File: config.mk
export PLATFORM = sky130hd
export DESIGN_NAME = arbiter
export DESIGN_NICKNAME = d
export VERILOG_FILES = /design/src/logic/route_pkg.sv /design/src/logic/arb_pkg.sv /design/src/logic/arbiter.sv /design/src/logic/input_route_ctrl.sv /design/src/logic/rr_output_arbiter.sv
export VERILOG_INCLUDE_DIRS = /design/src /design/src/include
export SDC_FILE = /design/constraint.sdc
export NUM_CORES = 1
export LEC_CHECK = 0
export BUFFER_PORTS_ARGS = -buffer_cell sky130_fd_sc_hd__buf_2
export CORE_UTILIZATION = 40
export DETAILED_ROUTE_END_ITERATION = 8
export PLACE_DENSITY_LB_ADDON = 0.12
export SYNTH_ARGS = -nofsm -noshare
export SYNTH_HDL_FRONTEND = slang
export SYNTH_SLANG_ARGS = --single-unit
File: constraint.sdc
create_clock -name clk -period 6.1 [get_ports clk]
set_input_delay 0.305 -clock clk [delete_from_list [all_inputs] [get_ports clk]]
set_output_delay 0.305 -clock clk [all_outputs]
set_load 0.02 [all_outputs]
File: src/include/router_settings.svh
// global sizes of the five-port mesh router switch allocator
// every packet carries the same flit count, header flit included
`ifndef ROUTER_SETTINGS_SVH
`define ROUTER_SETTINGS_SVH

// width of one mesh coordinate (y or x)
`define ROUTER_COORD_W 4

// north, south, west, east and local
`define ROUTER_PORTS 5

// flits per packet, the header flit counts as the first one
`define ROUTER_PACKET_FLITS 4

`endif

File: src/logic/route_pkg.sv
// routing types shared by the route controllers, the arbiters and the top level
// the coordinate layout must match the header field of the head flit
`include "router_settings.svh"

package route_pkg;

	// port numbering, also the crossbar select encoding
	typedef enum logic [2:0] {
		PORT_N = 3'd0,
		PORT_S = 3'd1,
		PORT_W = 3'd2,
		PORT_E = 3'd3,
		PORT_L = 3'd4
	} port_id_t;

	// mesh position, y in the upper half
	typedef struct packed {
		logic [`ROUTER_COORD_W-1:0] y;
		logic [`ROUTER_COORD_W-1:0] x;
	} coord_t;

	// what the input buffer shows about its head flit
	typedef struct packed {
		logic   has_flit; // buffer not empty
		coord_t dest;     // destination taken from the header
	} in_status_t;

endpackage

File: src/logic/arb_pkg.sv
// switch allocation types exchanged between route controllers and output arbiters
package arb_pkg;

	// one request per input port, it names a single output port
	typedef struct packed {
		logic                valid;    // a routed packet is waiting
		route_pkg::port_id_t out_port; // output picked by the YX route
		logic                last;     // next read takes the tail flit
	} route_req_t;

	// crossbar select of one output port
	typedef struct packed {
		logic                valid; // output locked to a source
		route_pkg::port_id_t src;   // input port feeding this output
	} xbar_grant_t;

endpackage

File: src/logic/arbiter.sv
// switch allocator of a five-port mesh router, buffers and crossbar live outside
// credit_i must be high only when the downstream buffer takes a flit this cycle
`timescale 1ns/1ns
`include "router_settings.svh"

module arbiter (
	input  logic                                      clk,
	input  logic                                      arst_n_i,
	input  route_pkg::coord_t                         router_addr_i,
	input  route_pkg::in_status_t [`ROUTER_PORTS-1:0] in_status_i,
	input  logic [`ROUTER_PORTS-1:0]                  credit_i,
	output logic [`ROUTER_PORTS-1:0]                  read_o,
	output route_pkg::port_id_t [`ROUTER_PORTS-1:0]   nexthop_o,
	output arb_pkg::xbar_grant_t [`ROUTER_PORTS-1:0]  grant_o
);

	localparam int PORTS = `ROUTER_PORTS;

	arb_pkg::route_req_t [PORTS-1:0] reqs;     // one request per input
	logic [PORTS-1:0]                out_read; // read strobe per output

	// route stage, indexed by input port
	for (genvar gi = 0; gi < PORTS; gi++) begin : g_in
		input_route_ctrl u_route (
			.clk           (clk),
			.arst_n_i      (arst_n_i),
			.router_addr_i (router_addr_i),
			.status_i      (in_status_i[gi]),
			.read_i        (read_o[gi]),
			.req_o         (reqs[gi]),
			.nexthop_o     (nexthop_o[gi])
		);
	end

	// switch arbiters, indexed by output port
	for (genvar go = 0; go < PORTS; go++) begin : g_out
		rr_output_arbiter #(
			.OUT_PORT (route_pkg::port_id_t'(go))
		) u_arb (
			.clk      (clk),
			.arst_n_i (arst_n_i),
			.reqs_i   (reqs),
			.credit_i (credit_i[go]),
			.grant_o  (grant_o[go]),
			.read_o   (out_read[go])
		);
	end

	// an input asks for one output only, so at most one term is ever set
	always_comb begin
		read_o = '0;
		for (int i = 0; i < PORTS; i++) begin
			for (int o = 0; o < PORTS; o++) begin
				if (out_read[o] && (grant_o[o].src == route_pkg::port_id_t'(i))) begin
					read_o[i] = 1'b1;
				end
			end
		end
	end

endmodule

File: src/logic/input_route_ctrl.sv
// route stage of one input port, YX dimension order with fixed size packets
// a header is only taken while idle, so the buffer head must hold it by then
`timescale 1ns/1ns
`include "router_settings.svh"

module input_route_ctrl (
	input  logic                  clk,
	input  logic                  arst_n_i,
	input  route_pkg::coord_t     router_addr_i,
	input  route_pkg::in_status_t status_i,
	input  logic                  read_i,
	output arb_pkg::route_req_t   req_o,
	output route_pkg::port_id_t   nexthop_o
);

	localparam int CNT_W = ($clog2(`ROUTER_PACKET_FLITS) > 0) ?
		$clog2(`ROUTER_PACKET_FLITS) : 1;
	localparam logic [CNT_W-1:0] LAST_CNT = CNT_W'(`ROUTER_PACKET_FLITS - 1);

	route_pkg::port_id_t yx_route;   // route of the header at the buffer head
	route_pkg::port_id_t route_q;    // next-hop register
	logic                busy_q;     // a packet is being forwarded
	logic [CNT_W-1:0]    flit_cnt_q; // flits already read from this packet
	logic                load_route;
	logic                last_flit;

	// y is resolved first, x only once the row matches
	always_comb begin
		if (status_i.dest.y > router_addr_i.y) begin
			yx_route = route_pkg::PORT_N;
		end else if (status_i.dest.y < router_addr_i.y) begin
			yx_route = route_pkg::PORT_S;
		end else if (status_i.dest.x > router_addr_i.x) begin
			yx_route = route_pkg::PORT_E;
		end else if (status_i.dest.x < router_addr_i.x) begin
			yx_route = route_pkg::PORT_W;
		end else begin
			yx_route = route_pkg::PORT_L; // the packet has arrived
		end
	end

	assign load_route = ~busy_q & status_i.has_flit; // head flit is a header while idle
	assign last_flit  = busy_q & (flit_cnt_q == LAST_CNT);

	// packet tracker
	always_ff @(posedge clk or negedge arst_n_i) begin
		if (!arst_n_i) begin
			busy_q     <= 1'b0;
			flit_cnt_q <= '0;
		end else if (load_route) begin
			busy_q     <= 1'b1;
			flit_cnt_q <= '0;
		end else if (busy_q && read_i) begin
			if (last_flit) begin
				busy_q     <= 1'b0; // tail gone, next head is a header again
				flit_cnt_q <= '0;
			end else begin
				flit_cnt_q <= flit_cnt_q + 1'b1;
			end
		end
	end

	// next-hop register, only meaningful while busy
	always_ff @(posedge clk) begin
		if (load_route) begin
			route_q <= yx_route;
		end
	end

	always_comb begin
		req_o.valid    = busy_q;
		req_o.out_port = route_q;
		req_o.last     = last_flit;
	end

	assign nexthop_o = route_q; // demux address towards the chosen output

endmodule

File: src/logic/rr_output_arbiter.sv
// round-robin switch arbiter of one output port, a grant lasts a whole packet
// its own input is never considered, so U-turn requests stall forever
`timescale 1ns/1ns
`include "router_settings.svh"

module rr_output_arbiter #(
	parameter route_pkg::port_id_t OUT_PORT = route_pkg::PORT_N
) (
	input  logic                                    clk,
	input  logic                                    arst_n_i,
	input  arb_pkg::route_req_t [`ROUTER_PORTS-1:0] reqs_i,
	input  logic                                    credit_i,
	output arb_pkg::xbar_grant_t                    grant_o,
	output logic                                    read_o
);

	localparam int PORTS = `ROUTER_PORTS;

	logic [PORTS-1:0]    match;      // inputs asking for this output
	logic                pick_found;
	route_pkg::port_id_t pick_id;    // winner of the round-robin search
	logic                locked_q;
	route_pkg::port_id_t owner_q;
	route_pkg::port_id_t ptr_q;      // last input served
	logic                release_pkt;

	always_comb begin
		for (int i = 0; i < PORTS; i++) begin
			match[i] = reqs_i[i].valid && (reqs_i[i].out_port == OUT_PORT) &&
				(i != int'(OUT_PORT)); // own port masked
		end
	end

	// search starts just after the pointer and wraps around
	always_comb begin : rr_search
		int idx;
		pick_found = 1'b0;
		pick_id    = ptr_q;
		for (int off = 1; off <= PORTS; off++) begin
			idx = (int'(ptr_q) + off) % PORTS;
			if (!pick_found && match[idx]) begin
				pick_found = 1'b1;
				pick_id    = route_pkg::port_id_t'(idx);
			end
		end
	end

	// the owner's tail flit leaves with this read
	assign release_pkt = read_o & reqs_i[owner_q].last;

	always_ff @(posedge clk or negedge arst_n_i) begin
		if (!arst_n_i) begin
			locked_q <= 1'b0;
			owner_q  <= route_pkg::PORT_N;
			ptr_q    <= route_pkg::PORT_L; // N comes first after reset
		end else if (!locked_q) begin
			if (pick_found) begin
				locked_q <= 1'b1;
				owner_q  <= pick_id;
				ptr_q    <= pick_id;
			end
		end else if (release_pkt) begin
			locked_q <= 1'b0; // search again from the next edge on
		end
	end

	always_comb begin
		grant_o.valid = locked_q;
		grant_o.src   = owner_q;
	end

	// one flit per cycle while downstream has room
	assign read_o = locked_q & credit_i;

endmodule

==> results.yml <==
timing:
  setup_viol: 0
  min_period_ps: 5301
  relSlewSlack_pct: 23.74
  grt_setup_unrepaired: "no"
  fin_setup_tns_ps: 0
  layout_worst_path_cycle_share_pct: 86.91
  final_max_slew_viol_count: 0
  tightest_slew_ps: 1129
  worst_slack_ps: 798.8
  hold_viol: 0
  finClkSkew_ps: 10.63
  clock.fmax_ghz: 0.1886
floorplanning:
  rows: 62
  die_width_um: 173.6
  start_util_pct: 40.82
  die_y_um: 173.6
  pin_count: 100
  die_area_um2: 30140
  core_um2: 28860
clock_tree:
  clk_pin_slew_ps: 80
  cts_max_path_buffers: 2
  cts-buffers-inserted: 5
  root_buffer: "clkbuf_16"
  cts_resized: 0
  cts_setup_buffers: 0
  tritoncts: "done"
  cts_hold_buf: 0
  clock_latency_ps: 310
  clkSinkCount: 55
  h-tree-depth: 2
setup_path:
  cp-end-kind: "flop"
  worstReg2RegEnd: "g_out[1].u_arb.ptr_q[1]"
  cp_data_required_time_ps: 6300
  r2r_setup_slack_ps: 800
  rr_worst_depth: 16
  timing.rr.start: "g_out[1].u_arb.ptr_q[1]"
  worst_setup_path_start_kind: "flop"
  path_max_fanout: 14
  worstSetupPathType: "flop to flop"
  arrival_ps: 5500
layout:
  fin_util_pct: 44.03
  postLayoutCellArea_um2: 12700
  fin_nets: 1856
  final_cell_mix: "ha_1 (193), nor2_1 (130), nand2_1 (126), inv_1 (104), buf_2 (99)"
  area_growth_pct: 7.849
  layout_commonest_cell: "ha_1"
  drive_above_1_share_pct: 12.49
detailed_routing:
  dr.max_layer_used: "met5"
  wl_met2_um: 15540
  m1WireLength_um: 16940
  wl_met3_um: 1962
  antenna_left: 0
  viasPerCell: 5.806
  drc: 0
  drtPass1Iterations: 5
  vias: 11530
  wl_um: 35180
  routedWlPerCell_um: 17.71
  drt_iter0_markers: 795
grt:
  grt_pass1_wl_um: 56750
  grt_pass1_vias: 10730
  track_usage_pct: 23.04
  gr-total-overflow: 0
  grt_max_degree: 41
  antenna_found_initial: 2
synth:
  synthesis.nets: 1796
  ys_types: 100
  synth_area_leaders: "ha_1 (20%), dfrtp_1 (7.4%), nor2_1 (4.1%), a21oi_1 (4.1%), nand2_1 (4.0%)"
  synth_top_area_share_pct: 20.50
  async_reset_ff_share_pct: 72.73
  avgSynthCellArea_um2: 7.649
  synth_top_cell_by_area: "ha_1"
  synth_edf_count: 15
  synth_ff_type: "dfrtp_1"
  ys_seq_area_share_pct: 12.37
  ys_seq_elements: 55
  yosysWarnings: 0
  synthCells: 1540
  synth_area_um2: 11780
placement:
  placed_cell_area_um2: 12560
  hpwl_um: 27670
  io_buffers: 99
  gp_congestion: 0.9251
  place_ws_ps: 852.9
worst_hold_path:
  hp-class: "input pin to async pin"
outcome:
  status: "finished, final reports clean"
flow_run:
  maxCapViolCount: 0
==> how the worst max path moves through the flow <==
stage / from / end / slack, ps / cells past startpoint
3_3_place_gp: g_out[1].u_arb.ptr_q[1] / g_out[1].u_arb.ptr_q[1] / 930 / 16
4_1_cts: g_out[1].u_arb.ptr_q[1] / g_out[1].u_arb.ptr_q[1] / 830 / 16
2_1_floorplan: g_out[0].u_arb.ptr_q[0] / g_out[0].u_arb.ptr_q[0] / 910 / 20
5_1_grt: g_out[3].u_arb.ptr_q[0] / g_out[3].u_arb.ptr_q[1] / 470 / 19
6_report: g_out[1].u_arb.ptr_q[1] / g_out[1].u_arb.ptr_q[1] / 800 / 16
3_5_place_dp: g_out[1].u_arb.ptr_q[1] / g_out[1].u_arb.ptr_q[1] / 850 / 16
==> worst max-delay path, cell delays in order (launching register included) <==
cell      delay [ps]
dfrtp_1          620
inv_2            220
ha_1             580
inv_1            150
ha_1             230
nor2_1           140
a21oi_1          100
xnor2_1          310
inv_1            110
ha_1             220
nor2b_1          140
o32ai_2          400
mux4_2           550
a222oi_1         700
nor4b_1          220
o21a_1           170
o32a_1           310
==> per-layer routing <==
| layer | vias up | global-route usage, % |
|---|---|---|
| li1 | 5766 | - |
| met1 | 5393 | 31.94 |
| met2 | 325 | 37.37 |
| met3 | 45 | 3.553 |
| met4 | 2 | 5.409 |
| met5 | - | 0 |
==> kinds of logic (layout without fill, tap and decap cells) <==
group	after synthesis	in the layout	synth area share [%]
adder cells (fa/ha/maj)	196	196	21.01
other	0	1	0
XOR/XNOR	46	46	3.834
AO/OA/AOI/OAI	442	442	25.57
AND/OR/NAND/NOR	563	563	24.75
flip-flops	55	55	12.37
buffers and inverters	183	244	6.755
multiplexers	55	55	5.714
==> final cells by class <==
type / instances / area, um^2
Antenna cell: 1 / 2.502
Clock buffer: 5 / 125.1
Clock inverter: 3 / 20.02
Fill cell: 3007 / 16150
Inverter: 115 / 431.7
Multi-Input combinational cell: 1302 / 9527
Sequential cell: 55 / 1458
Tap cell: 384 / 480.5
Timing Repair Buffer: 121 / 660.6
==> sequential cells by signal (all words and copies together), names as in the netlist <==
name                     count
g_in.u_route.busy_q          5
g_in.u_route.flit_cnt_q     10
g_in.u_route.nexthop_o      15
g_out.u_arb.locked_q         5
g_out.u_arb.owner_q          5
g_out.u_arb.ptr_q           15
==> stage by stage <==
step,hold WS [ps],cells
after floorplan,9.409,1540
after global placement,490.6,1977
after detailed placement,483.9,1977
after CTS,209.4,1985
after global routing,237.4,1985
final,178.9,1986
==> synth_stat cells, drive strengths merged (35+ instances only) <==
cell and count:
nor2 130, nand2 126, a21oi 99, o21ai 94, nand3 42, ha 193, inv 113, nor3 40
nand2b 46, xnor2 43, nor2b 36, dfrtp 35, buf 39
Power is not shown: default switching activity piles up to over one toggle a cycle in this logic, so the estimate is an artifact.
